<file path="src/verilog/membus_settings.svh">
/*
  Memory bus endpoint settings.
  Bus field widths, SRAM depth and response queue depth.
*/
`ifndef MEMBUS_SETTINGS_SVH
`define MEMBUS_SETTINGS_SVH

// Word address, wider than the SRAM so that out of range commands can be seen.
`define MEMBUS_ADDR_WIDTH 10

`define MEMBUS_DATA_WIDTH 32

`define MEMBUS_ID_WIDTH 4

// Beats minus one, so 1 to 4 beats.
`define MEMBUS_LENGTH_WIDTH 2

`define MEMBUS_MEM_DEPTH 256

`define MEMBUS_RESP_FIFO_DEPTH 4

`endif

</file>
<file path="src/verilog/membus_pkg.sv">
/*
  Memory bus types.
  Field vectors, command and response kinds, the three channel structs
  and the controller state encoding.
*/
`include "membus_settings.svh"

package membus_pkg;
  typedef logic [`MEMBUS_ADDR_WIDTH-1:0]     membus_addr;
  typedef logic [`MEMBUS_DATA_WIDTH-1:0]     membus_data;
  typedef logic [`MEMBUS_ID_WIDTH-1:0]       membus_id;
  typedef logic [`MEMBUS_LENGTH_WIDTH-1:0]   membus_length;
  typedef logic [`MEMBUS_DATA_WIDTH/8-1:0]   membus_strobe;

  typedef enum logic {
    MEMBUS_READ  = 1'b0,
    MEMBUS_WRITE = 1'b1
  } membus_command_kind;

  typedef enum logic {
    MEMBUS_READ_DATA = 1'b0,
    MEMBUS_WRITE_ACK = 1'b1
  } membus_response_kind;

  typedef struct packed {
    membus_command_kind kind;
    membus_id           id;
    membus_addr         address;
    membus_length       length;
  } membus_command;

  typedef struct packed {
    membus_data   data;
    membus_strobe strobe;
  } membus_write_data;

  typedef struct packed {
    membus_response_kind  kind;
    membus_id             id;
    membus_data           data;
    logic                 error;
    logic                 last;
  } membus_response;

  localparam int MEMBUS_PACKED_COMMAND_WIDTH    = $bits(membus_command);
  localparam int MEMBUS_PACKED_WRITE_DATA_WIDTH = $bits(membus_write_data);
  localparam int MEMBUS_PACKED_RESPONSE_WIDTH   = $bits(membus_response);

  typedef enum logic [1:0] {
    MEMBUS_CTRL_IDLE,
    MEMBUS_CTRL_WRITE_BURST,
    MEMBUS_CTRL_READ_BURST,
    MEMBUS_CTRL_WRITE_RESPOND
  } membus_ctrl_state;
endpackage

</file>
<file path="src/verilog/membus_request_slice.sv">
/*
  Request slice.
  Takes packed command and write data beats, unpacks them into structs
  and holds one registered entry per channel.
*/
module membus_request_slice
  import membus_pkg::*;
(
  input   var logic                                       i_clk,
  input   var logic                                       i_reset,
  input   var logic                                       i_cmd_valid,
  output  var logic                                       o_cmd_accept,
  input   var logic [MEMBUS_PACKED_COMMAND_WIDTH-1:0]     i_cmd,
  input   var logic                                       i_data_valid,
  output  var logic                                       o_data_accept,
  input   var logic [MEMBUS_PACKED_WRITE_DATA_WIDTH-1:0]  i_data,
  output  var logic                                       o_cmd_valid,
  input   var logic                                       i_cmd_accept,
  output  var membus_command                              o_command,
  output  var logic                                       o_data_valid,
  input   var logic                                       i_data_accept,
  output  var membus_write_data                           o_write_data
);
  logic             running;
  logic             cmd_valid;
  logic             cmd_take;
  membus_command    command_q;
  logic             data_valid;
  logic             data_take;
  membus_write_data write_data_q;

  // Inputs stay closed until the first cycle after reset.
  always_ff @(posedge i_clk) begin
    if (i_reset) begin
      running <= 1'b0;
    end else begin
      running <= 1'b1;
    end
  end

  always_comb begin
    o_cmd_accept  = running && (!cmd_valid || i_cmd_accept); // Free or draining this cycle.
    o_data_accept = running && (!data_valid || i_data_accept);
    cmd_take      = i_cmd_valid && o_cmd_accept;
    data_take     = i_data_valid && o_data_accept;
  end

  always_ff @(posedge i_clk) begin
    if (i_reset) begin
      cmd_valid   <= 1'b0;
      data_valid  <= 1'b0;
    end else begin
      if (cmd_take) begin
        cmd_valid <= 1'b1;
      end else if (i_cmd_accept) begin
        cmd_valid <= 1'b0;
      end
      if (data_take) begin
        data_valid <= 1'b1;
      end else if (i_data_accept) begin
        data_valid <= 1'b0;
      end
    end
  end

  always_ff @(posedge i_clk) begin
    if (cmd_take) begin
      command_q <= membus_command'(i_cmd);
    end
    if (data_take) begin
      write_data_q <= membus_write_data'(i_data);
    end
  end

  always_comb begin
    o_cmd_valid   = cmd_valid;
    o_command     = command_q;
    o_data_valid  = data_valid;
    o_write_data  = write_data_q;
  end
endmodule

</file>
<file path="config.mk">
export PLATFORM = sky130hd
export DESIGN_NAME = membus_request_slice
export DESIGN_NICKNAME = d
export VERILOG_FILES = /design/src/verilog/membus_pkg.sv /design/src/verilog/membus_request_slice.sv
export VERILOG_INCLUDE_DIRS = /design/src /design/src/verilog
export SDC_FILE = /design/constraint.sdc
export NUM_CORES = 1
export LEC_CHECK = 0
export ABC_AREA = 1
export BUFFER_PORTS_ARGS = -buffer_cell sky130_fd_sc_hd__buf_2
export CAP_MARGIN = 25
export CORE_UTILIZATION = 36
export DETAILED_ROUTE_END_ITERATION = 8
export HOLD_SLACK_MARGIN = 0.05
export PLACE_DENSITY = 0.77
export SYNTH_ARGS = -nofsm -noshare
export SYNTH_HDL_FRONTEND = slang
export SYNTH_SLANG_ARGS = --single-unit
</file>
<file path="constraint.sdc">
create_clock -name i_clk -period 3.62 [get_ports i_clk]
set_input_delay 0.362 -clock i_clk [delete_from_list [all_inputs] [get_ports i_clk]]
set_output_delay 0.362 -clock i_clk [all_outputs]
set_load 0.01 [all_outputs]
</file>
* Word level (Yosys, flattened, before mapping)
Cells that the tools add are included.
Word-level totals: word-level logic and storage cells 24, flip-flop bits (word level) 56, input bits 59, output and inout port bits 57
Operators by class: reduce and logical (&&, ||, !) cells 10, muxes and demuxes 5
Operators with widths (number):
- $mux 1 | 5
- $logic_and 1x1->1 | 4
- $reduce_bool 2->1 | 2
- $logic_not 1->1 | 2
- $logic_or 1x1->1 | 2

* Longest topological paths before layout
Gate-level depths: netlist (run 1).
depth after elaboration 5, gate-level depth with buffers 5, gate-level depth less buffers 5

* Worst setup path after synthesis (run 1)
Ideal clock, no wire load.
kind input -> register, start in i_data_accept, end reg write_data_q, in the netlist o_write_data[0] (enable), cell stages on the path 4, path buffers 0, arrival time 2.958 ns, library setup time 0.474 ns, path slack 0.188 ns, required time 3.146 ns, cell sequence inv_1 > nand2_1 > inv_1 > nor3_1
Between the ends: longest elaborated chain between the ends 3
RTL lines:
- from (decl) | line membus_request_slice.sv:21 | input var logic i_data_accept,
- $logic_or 1x1->1 | line membus_request_slice.sv:43 | o_data_accept = running && (!data_valid || i_data_accept);
- $logic_and 1x1->1 | line membus_request_slice.sv:43
- $logic_and 1x1->1 | line membus_request_slice.sv:45 | data_take = i_data_valid && o_data_accept;
- via data_take | line membus_request_slice.sv:29 | logic data_take;
- to (signal assigned) | line membus_request_slice.sv:71 | write_data_q <= membus_write_data'(i_data);
- to (decl) | line membus_request_slice.sv:30 | membus_write_data write_data_q;
The timed path passes the listed nets, and every way through them passes these cells. A chain may end at the register's enable or synchronous reset.

* Worst setup path in the final report (run 1)
start reg cmd_valid, in the netlist o_cmd_valid, end out o_cmd_accept
Between the ends: longest elaborated chain between the ends 3
RTL lines:
- from (decl) | line membus_request_slice.sv:25 | logic cmd_valid;
- from (signal assigned) | line membus_request_slice.sv:50 | cmd_valid <= 1'b0;
- from (signal assigned) | line membus_request_slice.sv:54 | cmd_valid <= 1'b1;
- from (signal assigned) | line membus_request_slice.sv:56 | cmd_valid <= 1'b0;
- $logic_not 1->1 | line membus_request_slice.sv:42 | o_cmd_accept = running && (!cmd_valid || i_cmd_accept);
- $logic_or 1x1->1 | line membus_request_slice.sv:42
- $logic_and 1x1->1 | line membus_request_slice.sv:42
- to (decl) | line membus_request_slice.sv:12 | output var logic o_cmd_accept,
No other way between the ends.

==> results of run 1 <==
[synthesized netlist by cell type]
master     n  share of area
nor3_1     2         0.0058
inv_2      1         0.0022
edfxtp_1  53           0.92
nand2_1    4         0.0087
dfxtp_1    3          0.035
nor2_1     2         0.0043
o21ai_1    2         0.0058
inv_1      9          0.020
[power by group through the flow]
stage               Combinational (mW)  Sequential [mW]  Clock (mW)
global placement                0.0912            0.762           0
finish                          0.0920            0.747       0.326
detailed placement              0.0938            0.763           0
floorplan                       0.0153            0.780           0
CTS                             0.0938            0.748       0.336
global route                     0.101            0.750       0.364
[logic make-up (layout without fill, tap and decap cells)]
kind of cell,count (synthesis),in the layout,share of synthesized area
flip-flops,56,56,0.954
buffers and inverters,10,135,0.0217
AND/OR/NAND/NOR,8,8,0.0188
AO/OA/AOI/OAI,2,2,0.00578
[stage by stage]
step | utilization | hold WS (ns) | cells | instance area [um^2] | worst slack (ns)
floorplan | - | 0.451 | 76 | 1730 | 0.188
global placement | 0.536 | 0.538 | 245 | 2400 | 2.19
detailed placement | 0.536 | 0.540 | 245 | 2400 | 2.17
CTS | 0.556 | 0.222 | 253 | 2490 | 2.26
global route | 0.556 | 0.210 | 253 | 2490 | 2.18
finish | 0.556 | 0.231 | 253 | 2490 | 2.28
[worst max path at each step]
stage	start	endpoint	slack, ns
after floorplan	i_data_accept	o_write_data[0]$_DFFE_PP_	0.19
after global placement	i_data_accept	o_write_data[7]$_DFFE_PP_	2.19
after detailed placement	i_data_accept	o_write_data[7]$_DFFE_PP_	2.17
after CTS	o_cmd_valid$_SDFFE_PP0P_	o_cmd_accept	2.26
after global routing	o_cmd_valid$_SDFFE_PP0P_	o_cmd_accept	2.18
final	o_cmd_valid$_SDFFE_PP0P_	o_cmd_accept	2.28
[registers in the layout (all words and copies together), names as in the netlist]
signal	count
o_command	17
o_data_valid	1
o_cmd_valid	1
o_write_data	36
running	1
[routing by layer]
layer / up-vias / track usage / wire (um)
li1: 523 / - / -
met1: 498 / 0.141 / 1150
met2: 74 / 0.239 / 1680
met4: 0 / 0.0400 / 38
met3: 6 / 0.0619 / 489
met5: - / 0 / 0
[cell type report]
class                   instances  area (um^2)  share of cell area
clock buffers                   6         72.6              0.0292
clock inverters                 2         16.3             0.00654
flip-flops and latches         56         1650               0.664
repair buffers                117          591               0.238
well taps                      52         65.1              0.0262
multi-input cells              10         52.6              0.0211
inverters                      10         37.5              0.0151
==> results.cfg, run 1 <==
[die]
io_pins = 116
dieArea_um2 = 5090
die_w_um = 71.4
core-area_um2 = 4470
row_count = 24
die_h_um = 71.4
start_util = 0.387

[power_and_ir_drop]
pwr-share-clk = 0.280
peakVddDrop_mv = 0.187
power_density_nw_per_um2 = 468
leakagePower_nw = 1.11
seqPwrFrac = 0.642
p_int_mw = 0.922
p_switching_mw = 0.243
switching_share = 0.208
power.total_mw = 1.16
p_comb_frac = 0.079

[worst_hold_path]
worstHoldEndpoint = running$_DFF_P_
hold_path_depth = 2
hp-start = i_reset
hp-class = primary input to flop

[yosys]
synth_cells = 76
ys_ff_latch = 56
synth.distinct_cells = 8
synth_warnings = 0
synth_area_per_cell_um2 = 22.8
synthesis.nets = 135
ys_seq_area_frac = 0.954
netlist_area_um2 = 1730

[flow_run]
max_cap_violations = 0

[sta]
slew-limit-headroom = 0.721
period_minus_slack_ns = 1.34
finalSetupViolations = 0
clock.fmax_ghz = 0.746
rsz0062_at_grt = false
finalCritPeriodShare = 0.370
skew_ns = 0.00445
finalMaxSlewViolations = 0
worst_slew_pin_slew_ns = 0.419
finalSetupTns_ns = 0
hold_viol_final = 0

[cts]
post_cts_buffers = 0
ctsResizeCount = 0
clkTransAtPathRegs_ns = 0.09
postCtsHoldBufs = 0
cts_htree_levels = 2
clk_path_buf_depth = 2
cts_tree = built
cts_buffers = 5
cts-root-buf = clkbuf_8
cts_sinks = 56
worst_skew_pair.late_latency_ns = 0.30

[layout]
drive_above_1_share = 0.632
final_common_cell = buf_2
final_cell_mix = buf_2 (115), edfxtp_1 (53), inv_1 (9), clkbuf_8 (5), nand2_1 (4)
final_nets = 259
num-fill-cells = 365
area_delta_synth_final_pct = 43.6
n_antenna_cell = 0

[grt]
grt_max_degree = 37
grt_pass1_vias = 1049
antenna_found_initial = 0
grt_pass1_wl_mm = 4.89
track_usage = 0.134
grt.overflow.total = 0

[drt]
drt-total-wl_mm = 3.36
drt_first_pass_iters = 6
final_antenna_net_count = 0
drt-initial-drc-count = 91
via_per_inst = 4.35
drc = 13
wire_per_inst_um = 13.3
vias = 1101

[critical_path]
critPathTopFamily = flip-flops
r2r_cells = 3
arrival_ns = 0.98
r2r-start = running$_DFF_P_
criticalPathCategory = flop to output pin
cp_data_required_time_ns = 3.26
path_cells = nand2_1 > inv_1 > nor2_1 > buf_2
path_depth = 4
cp-end-kind = output pin
critPathSlowestCell = dfxtp_1
critical_path.max_fanout = 2
start_kind = flop
slowest_delay_ns = 0.32
rrSetupSlack_ns = 2.31
worstReg2RegEnd = o_write_data[17]$_DFFE_PP_
crit_buf_inv = 2

[place]
routabilityCongestion = 0.699
portBuffers = 115
place_hpwl_mm = 2.60

[status]
status = complete, but fails checks
violations = DRC
(Power assumes the default switching activity.)
==> inputs of run 2 (changes only) <==
--- a/config.mk
+++ b/config.mk
@@ -9,10 +9,10 @@
 export ABC_AREA = 1
 export BUFFER_PORTS_ARGS = -buffer_cell sky130_fd_sc_hd__buf_2
 export CAP_MARGIN = 25
-export CORE_UTILIZATION = 36
+export CORE_UTILIZATION = 40
 export DETAILED_ROUTE_END_ITERATION = 8
 export HOLD_SLACK_MARGIN = 0.05
-export PLACE_DENSITY = 0.77
+export PLACE_DENSITY = 0.81
 export SYNTH_ARGS = -nofsm -noshare
 export SYNTH_HDL_FRONTEND = slang
 export SYNTH_SLANG_ARGS = --single-unit
==> constraint.sdc (replaced) <==
create_clock -name i_clk -period 1.4 [get_ports i_clk]
set_input_delay 0.14 -clock i_clk [delete_from_list [all_inputs] [get_ports i_clk]]
set_output_delay 0.14 -clock i_clk [all_outputs]
set_load 0.01 [all_outputs]
==> run 2 against run 1 <==
Against the previous run: the run now ends clean; die area shrank 9.7%; clock power increased to 2.7 times the previous value; register-to-register slack got worse by 2.1 ns; count of clock-buffer cells in the layout is 1 lower; final cell count up 21%; clock skew grew 0.00085 ns; sequential share of layout area is 12 points lower; via count grew 23%; sequential cell count is the same; non-clock buffer count rose by 54; power rose to 2.7 times the previous value; combinational power grew to 4.2 times the previous value; critical endpoint is now o_write_data[20]$_DFFE_PP_; largest power group unchanged.
==> results.cfg, run 2 (synthesized netlist as in run 1, its figures left out) <==
[status]
status = finished clean

[power_and_ir_drop]
p_int_mw = 2.50
p_switching_mw = 0.703
pwr-share-clk = 0.274
seqPwrFrac = 0.606
p_comb_frac = 0.120
peakVddDrop_mv = 0.594
power.total_mw = 3.20
leakagePower_nw = 1.35
power_density_nw_per_um2 = 1040
switching_share = 0.220

[cts]
clkTransAtPathRegs_ns = 0.10
cts_tree = built
cts_buffers = 5
worst_skew_pair.late_latency_ns = 0.30
cts-root-buf = clkbuf_8
cts_htree_levels = 2
clk_path_buf_depth = 2
post_cts_buffers = 0
ctsResizeCount = 0
postCtsHoldBufs = 54
cts_sinks = 56

[drt]
drc = 0
drt-total-wl_mm = 5.04
via_per_inst = 4.44
vias = 1353
drt_first_pass_iters = 4
final_antenna_net_count = 0
drt-initial-drc-count = 74
wire_per_inst_um = 16.5

[layout]
area_delta_synth_final_pct = 76.8
drive_above_1_share = 0.514
n_antenna_cell = 0
final_nets = 313
final_cell_mix = buf_2 (115), dlygate4sd3_1 (54), edfxtp_1 (53), inv_1 (8), clkbuf_8 (5)
final_common_cell = buf_2
largest_reg_flops = 36
seq_area_um2 = 1650
num-fill-cells = 249
multi_input_area_um2 = 61.3

[sta]
hold_viol_final = 0
finalCritPeriodShare = 0.845
finalMaxSlewViolations = 0
clock.fmax_ghz = 0.845
worst_slew_pin_slew_ns = 0.219
skew_ns = 0.00530
rsz0062_at_grt = false
period_minus_slack_ns = 1.18
slew-limit-headroom = 0.853
holdWs_ns = 0.181
finalSetupViolations = 0

[grt]
grt_max_degree = 37
track_usage = 0.222
grt.overflow.total = 0
grt_pass1_wl_mm = 6.85
grt_pass1_vias = 1375
antenna_found_initial = 0

[critical_path]
slowest_delay_ns = 0.33
crit_buf_inv = 2
critPathTopFamily = flip-flops
r2r_cells = 3
path_cells = inv_2 > nor3_4 > buf_12
cp-end-kind = flop
start_kind = flop
critPathSlowestCell = dfxtp_1
path_depth = 3
rrSetupSlack_ns = 0.22
criticalPathCategory = flop to flop
worstReg2RegEnd = o_write_data[20]$_DFFE_PP_
arrival_ns = 1.19
critical_path.max_fanout = 36
r2r-start = running$_DFF_P_
cp_data_required_time_ns = 1.40

[die]
dieArea_um2 = 4600
core-area_um2 = 4090
io_pins = 116
start_util = 0.424
row_count = 23
die_w_um = 67.8
die_h_um = 67.8

[place]
routabilityCongestion = 0.694
place_hpwl_mm = 2.82
portBuffers = 115

[worst_hold_path]
worstHoldEndpoint = o_data_valid$_SDFFE_PP0P_
hp-class = primary input to flop
hp-start = i_data_accept
hold_path_depth = 6

[flow_run]
max_cap_violations = 0
[run 2: worst max-delay path by stage]
| stage | endpoint | startpoint | slack [ns] |
|---|---|---|---|
| after floorplan | o_write_data[0]$_DFFE_PP_ | o_data_valid$_SDFFE_PP0P_ | -0.32 |
| after global placement | o_write_data[32]$_DFFE_PP_ | running$_DFF_P_ | 0.27 |
| after detailed placement | o_write_data[27]$_DFFE_PP_ | running$_DFF_P_ | 0.24 |
| after CTS | o_write_data[4]$_DFFE_PP_ | running$_DFF_P_ | 0.23 |
| after global routing | o_write_data[20]$_DFFE_PP_ | running$_DFF_P_ | 0.16 |
| final | o_write_data[20]$_DFFE_PP_ | running$_DFF_P_ | 0.22 |
[run 2: area by class of cell]
cell class                      instances  share of cell area
Clock buffer                            5              0.0225
Clock inverter                          3             0.00736
Inverter                               10              0.0123
Multi-Input combinational cell         10              0.0200
Sequential cell                        56               0.540
Tap cell                               50              0.0204
Timing Repair Buffer                  171               0.378
[run 2: routing by layer]
metal	up-vias	track usage	part of all wire
met4	0	0.0729	0.019
li1	631	-	-
met5	-	0	0
met1	627	0.245	0.38
met2	84	0.400	0.51
met3	11	0.0709	0.086
[run 2: power by group through the flow]
stage	Sequential, mW	Combinational, mW	Clock [mW]
6_report	1.94	0.385	0.876
4_1_cts	1.94	0.374	0.886
2_1_floorplan	2.01	0.0450	0
5_1_grt	1.94	0.416	0.950
3_3_place_gp	1.97	0.246	0
3_5_place_dp	1.97	0.255	0
[run 2: per-stage QoR]
| step | instances | setup TNS [ns] | utilization | setup WS, ns | cell area, um^2 |
|---|---|---|---|---|---|
| after floorplan | 76 | -13.86 | - | -0.320 | 1750 |
| after global placement | 243 | 0 | 0.595 | 0.269 | 2430 |
| after detailed placement | 243 | 0 | 0.595 | 0.243 | 2430 |
| after CTS | 305 | 0 | 0.749 | 0.228 | 3060 |
| after global routing | 305 | 0 | 0.749 | 0.163 | 3060 |
| final | 305 | 0 | 0.749 | 0.217 | 3060 |
[run 2: tightest hold or removal path: cells and delay by family]
kind	cells	cell delay [ns]
buffers and inverters	3	0.15
and+or+nand+nor	2	0.11
AOI/OAI and AO/OA	1	0.06
==> inputs of run 3 (changes only) <==
--- a/config.mk
+++ b/config.mk
@@ -6,13 +6,13 @@
 export SDC_FILE = /design/constraint.sdc
 export NUM_CORES = 1
 export LEC_CHECK = 0
-export ABC_AREA = 1
+export ABC_AREA = 0
 export BUFFER_PORTS_ARGS = -buffer_cell sky130_fd_sc_hd__buf_2
 export CAP_MARGIN = 25
-export CORE_UTILIZATION = 40
+export CORE_UTILIZATION = 37
 export DETAILED_ROUTE_END_ITERATION = 8
 export HOLD_SLACK_MARGIN = 0.05
-export PLACE_DENSITY = 0.81
+export PLACE_DENSITY = 0.79
 export SYNTH_ARGS = -nofsm -noshare
 export SYNTH_HDL_FRONTEND = slang
 export SYNTH_SLANG_ARGS = --single-unit
==> constraint.sdc (replaced) <==
create_clock -name i_clk -period 1.06 [get_ports i_clk]
set_input_delay 0.106 -clock i_clk [delete_from_list [all_inputs] [get_ports i_clk]]
set_output_delay 0.106 -clock i_clk [all_outputs]
set_load 0.01 [all_outputs]
==> run 3 against run 2 <==
Against the previous run: the flow now finishes with violations (DRC, setup timing); via count down 0.30%; critical path depth up 1; cell area up 1.9%; worst hold slack worse by 0.082 ns; sequential power up 32%; first-iteration DRC count up 61%; sequential cell count unchanged; synthesized area up 0.36%; largest cell class unchanged.
==> results.cfg, run 3 <==
[drt]
drt-total-wl_mm = 4.79
drt_first_pass_iters = 6
final_antenna_net_count = 0
drt-initial-drc-count = 119
via_per_inst = 4.47
drc = 28
vias = 1349
wire_per_inst_um = 15.8

[die]
die_h_um = 70.5
die_w_um = 70.5
io_pins = 116
dieArea_um2 = 4980
core-area_um2 = 4440
start_util = 0.391
row_count = 24

[cts]
cts_tree = built
clk_path_buf_depth = 2
cts_htree_levels = 2
cts-root-buf = clkbuf_8
cts_buffers = 5
worst_skew_pair.late_latency_ns = 0.30
cts_sinks = 56
clkTransAtPathRegs_ns = 0.09

[flow_run]
max_cap_violations = 0

[yosys]
synth_cells = 67
synthesis.nets = 126
synth_top_area_share = 0.916
synth_warnings = 0
synth.distinct_cells = 8
yosys-top-cells-area = edfxtp_1 (92%), dfxtp_1 (3.5%), nand2b_4 (1.6%)
synth_most_common_cell = edfxtp_1
netlist_area_um2 = 1740
synth_area_per_cell_um2 = 25.9
ys_async_sr_fraction = 0
synth_flop_cell = edfxtp_1
synth_top_area_cell = edfxtp_1
synth_edf_count = 53
ys_ff_latch = 56
synth_commonest_cells = edfxtp_1 (53), dfxtp_1 (3)
ys_seq_area_frac = 0.950

[sta]
skew_ns = 0.00450
worst_slack_ns = -0.101
finalSetupTns_ns = -3.51
finalSetupViolations = 38
period_minus_slack_ns = 1.16
finalCritPeriodShare = 1.10
hold_viol_final = 0
holdWs_ns = 0.0989
clock.fmax_ghz = 0.861
slew-limit-headroom = 0.878
worst_slew_pin_slew_ns = 0.183
finalMaxSlewViolations = 0
rsz0062_at_grt = true

[place]
portBuffers = 115
post-place-ws_ns = -0.0296
routabilityCongestion = 0.678

[layout]
final_common_cell = buf_2
final_cell_mix = buf_2 (113), dlygate4sd3_1 (54), edfxtp_1 (53), clkbuf_8 (5)
largest_reg_flops = 36
drive_above_1_share = 0.564
final_nets = 308
area_delta_synth_final_pct = 79.6
n_antenna_cell = 0

[critical_path]
critical_path.max_fanout = 36
cp-end-kind = flop
criticalPathCategory = flop to flop
start_kind = flop
arrival_ns = 1.16
cp_data_required_time_ns = 1.06

[grt]
track_usage = 0.194
grt_pass1_wl_mm = 6.94
grt_max_degree = 37
grt_pass1_vias = 1410
antenna_found_initial = 0
grt.overflow.total = 0

[power_and_ir_drop]
power_density_nw_per_um2 = 1350
peakVddDrop_mv = 0.676
leakagePower_nw = 1.34
power.total_mw = 4.20

[status]
status = complete, but fails checks
violations = DRC, setup timing

[worst_hold_path]
hp-class = primary input to flop
run 3: cell count changes in the layout (fill, tap and decap cells not counted), moves of 3 or more:
cell     delta
buf_4       +3
buf_6       +3
inv_1       -7
nand2_1     -3
run 3: critical path: stages, from the launching register on:
cell and delay (ns):
dfxtp_2 0.34, nand2b_4 0.07, buf_4 0.09, nor2b_4 0.14, buf_12 0.22
run 3: logic make-up (layout without fill, tap and decap cells):
group           Yosys count  count (layout)  synth area share
compound gates            2               2            0.0101
buf+inv                   1             184           0.00216
flops                    56              56             0.950
simple gates              8               8            0.0374
run 3: per-layer routing:
| metal | track usage | share of wire |
|---|---|---|
| met1 | 0.198 | 0.35 |
| met2 | 0.372 | 0.54 |
| met5 | 0 | 0 |
| met4 | 0.0756 | 0.022 |
| met3 | 0.0584 | 0.088 |
run 3: final cells by class:
cell class                 count  area [um^2]
clock buffer                   6         72.6
sequential                    56         1660
multi-input combinational     10          103
inverter                       1         3.75
clock inverter                 2         16.3
tap                           52         65.1
fill                         291         1320
timing repair buffer         175         1200
run 3: worst paths after layout:
kind	endpoint	slack (ns)	depth (start not counted)	startpoint
setup / recovery	o_write_data[3]$_DFFE_PP_	-0.10	4	o_data_valid$_SDFFE_PP0P_
hold / removal	o_data_valid$_SDFFE_PP0P_	0.1	3	i_data_valid
setup reg to reg	o_write_data[3]$_DFFE_PP_	-0.10	4	o_data_valid$_SDFFE_PP0P_
hold reg to reg	o_data_valid$_SDFFE_PP0P_	0.55	2	running$_DFF_P_
run 3: what timing repair did:
action                                  CTS  global route
setup buffers                             3             0
endpoints found under the setup margin   38            43
endpoints found under the hold margin    56             0
hold buffers                             54             0
resized for setup                         3             3
pin swaps                                 1             1
run 3: per-stage QoR:
step | instances | util | instance area [um^2]
after floorplan | 67 | - | 1760
after global placement | 237 | 0.550 | 2440
after detailed placement | 237 | 0.550 | 2440
after CTS | 302 | 0.700 | 3110
after global routing | 302 | 0.702 | 3120
final | 302 | 0.702 | 3120
run 3: power breakdown:
group          total (mW)  leakage (nW)  internal, mW  switching [mW]
clock                1.12        0.0414         0.471           0.650
combinational       0.520         0.779         0.313           0.208
sequential           2.56         0.522          2.53          0.0311
total                4.20          1.34          3.31           0.889
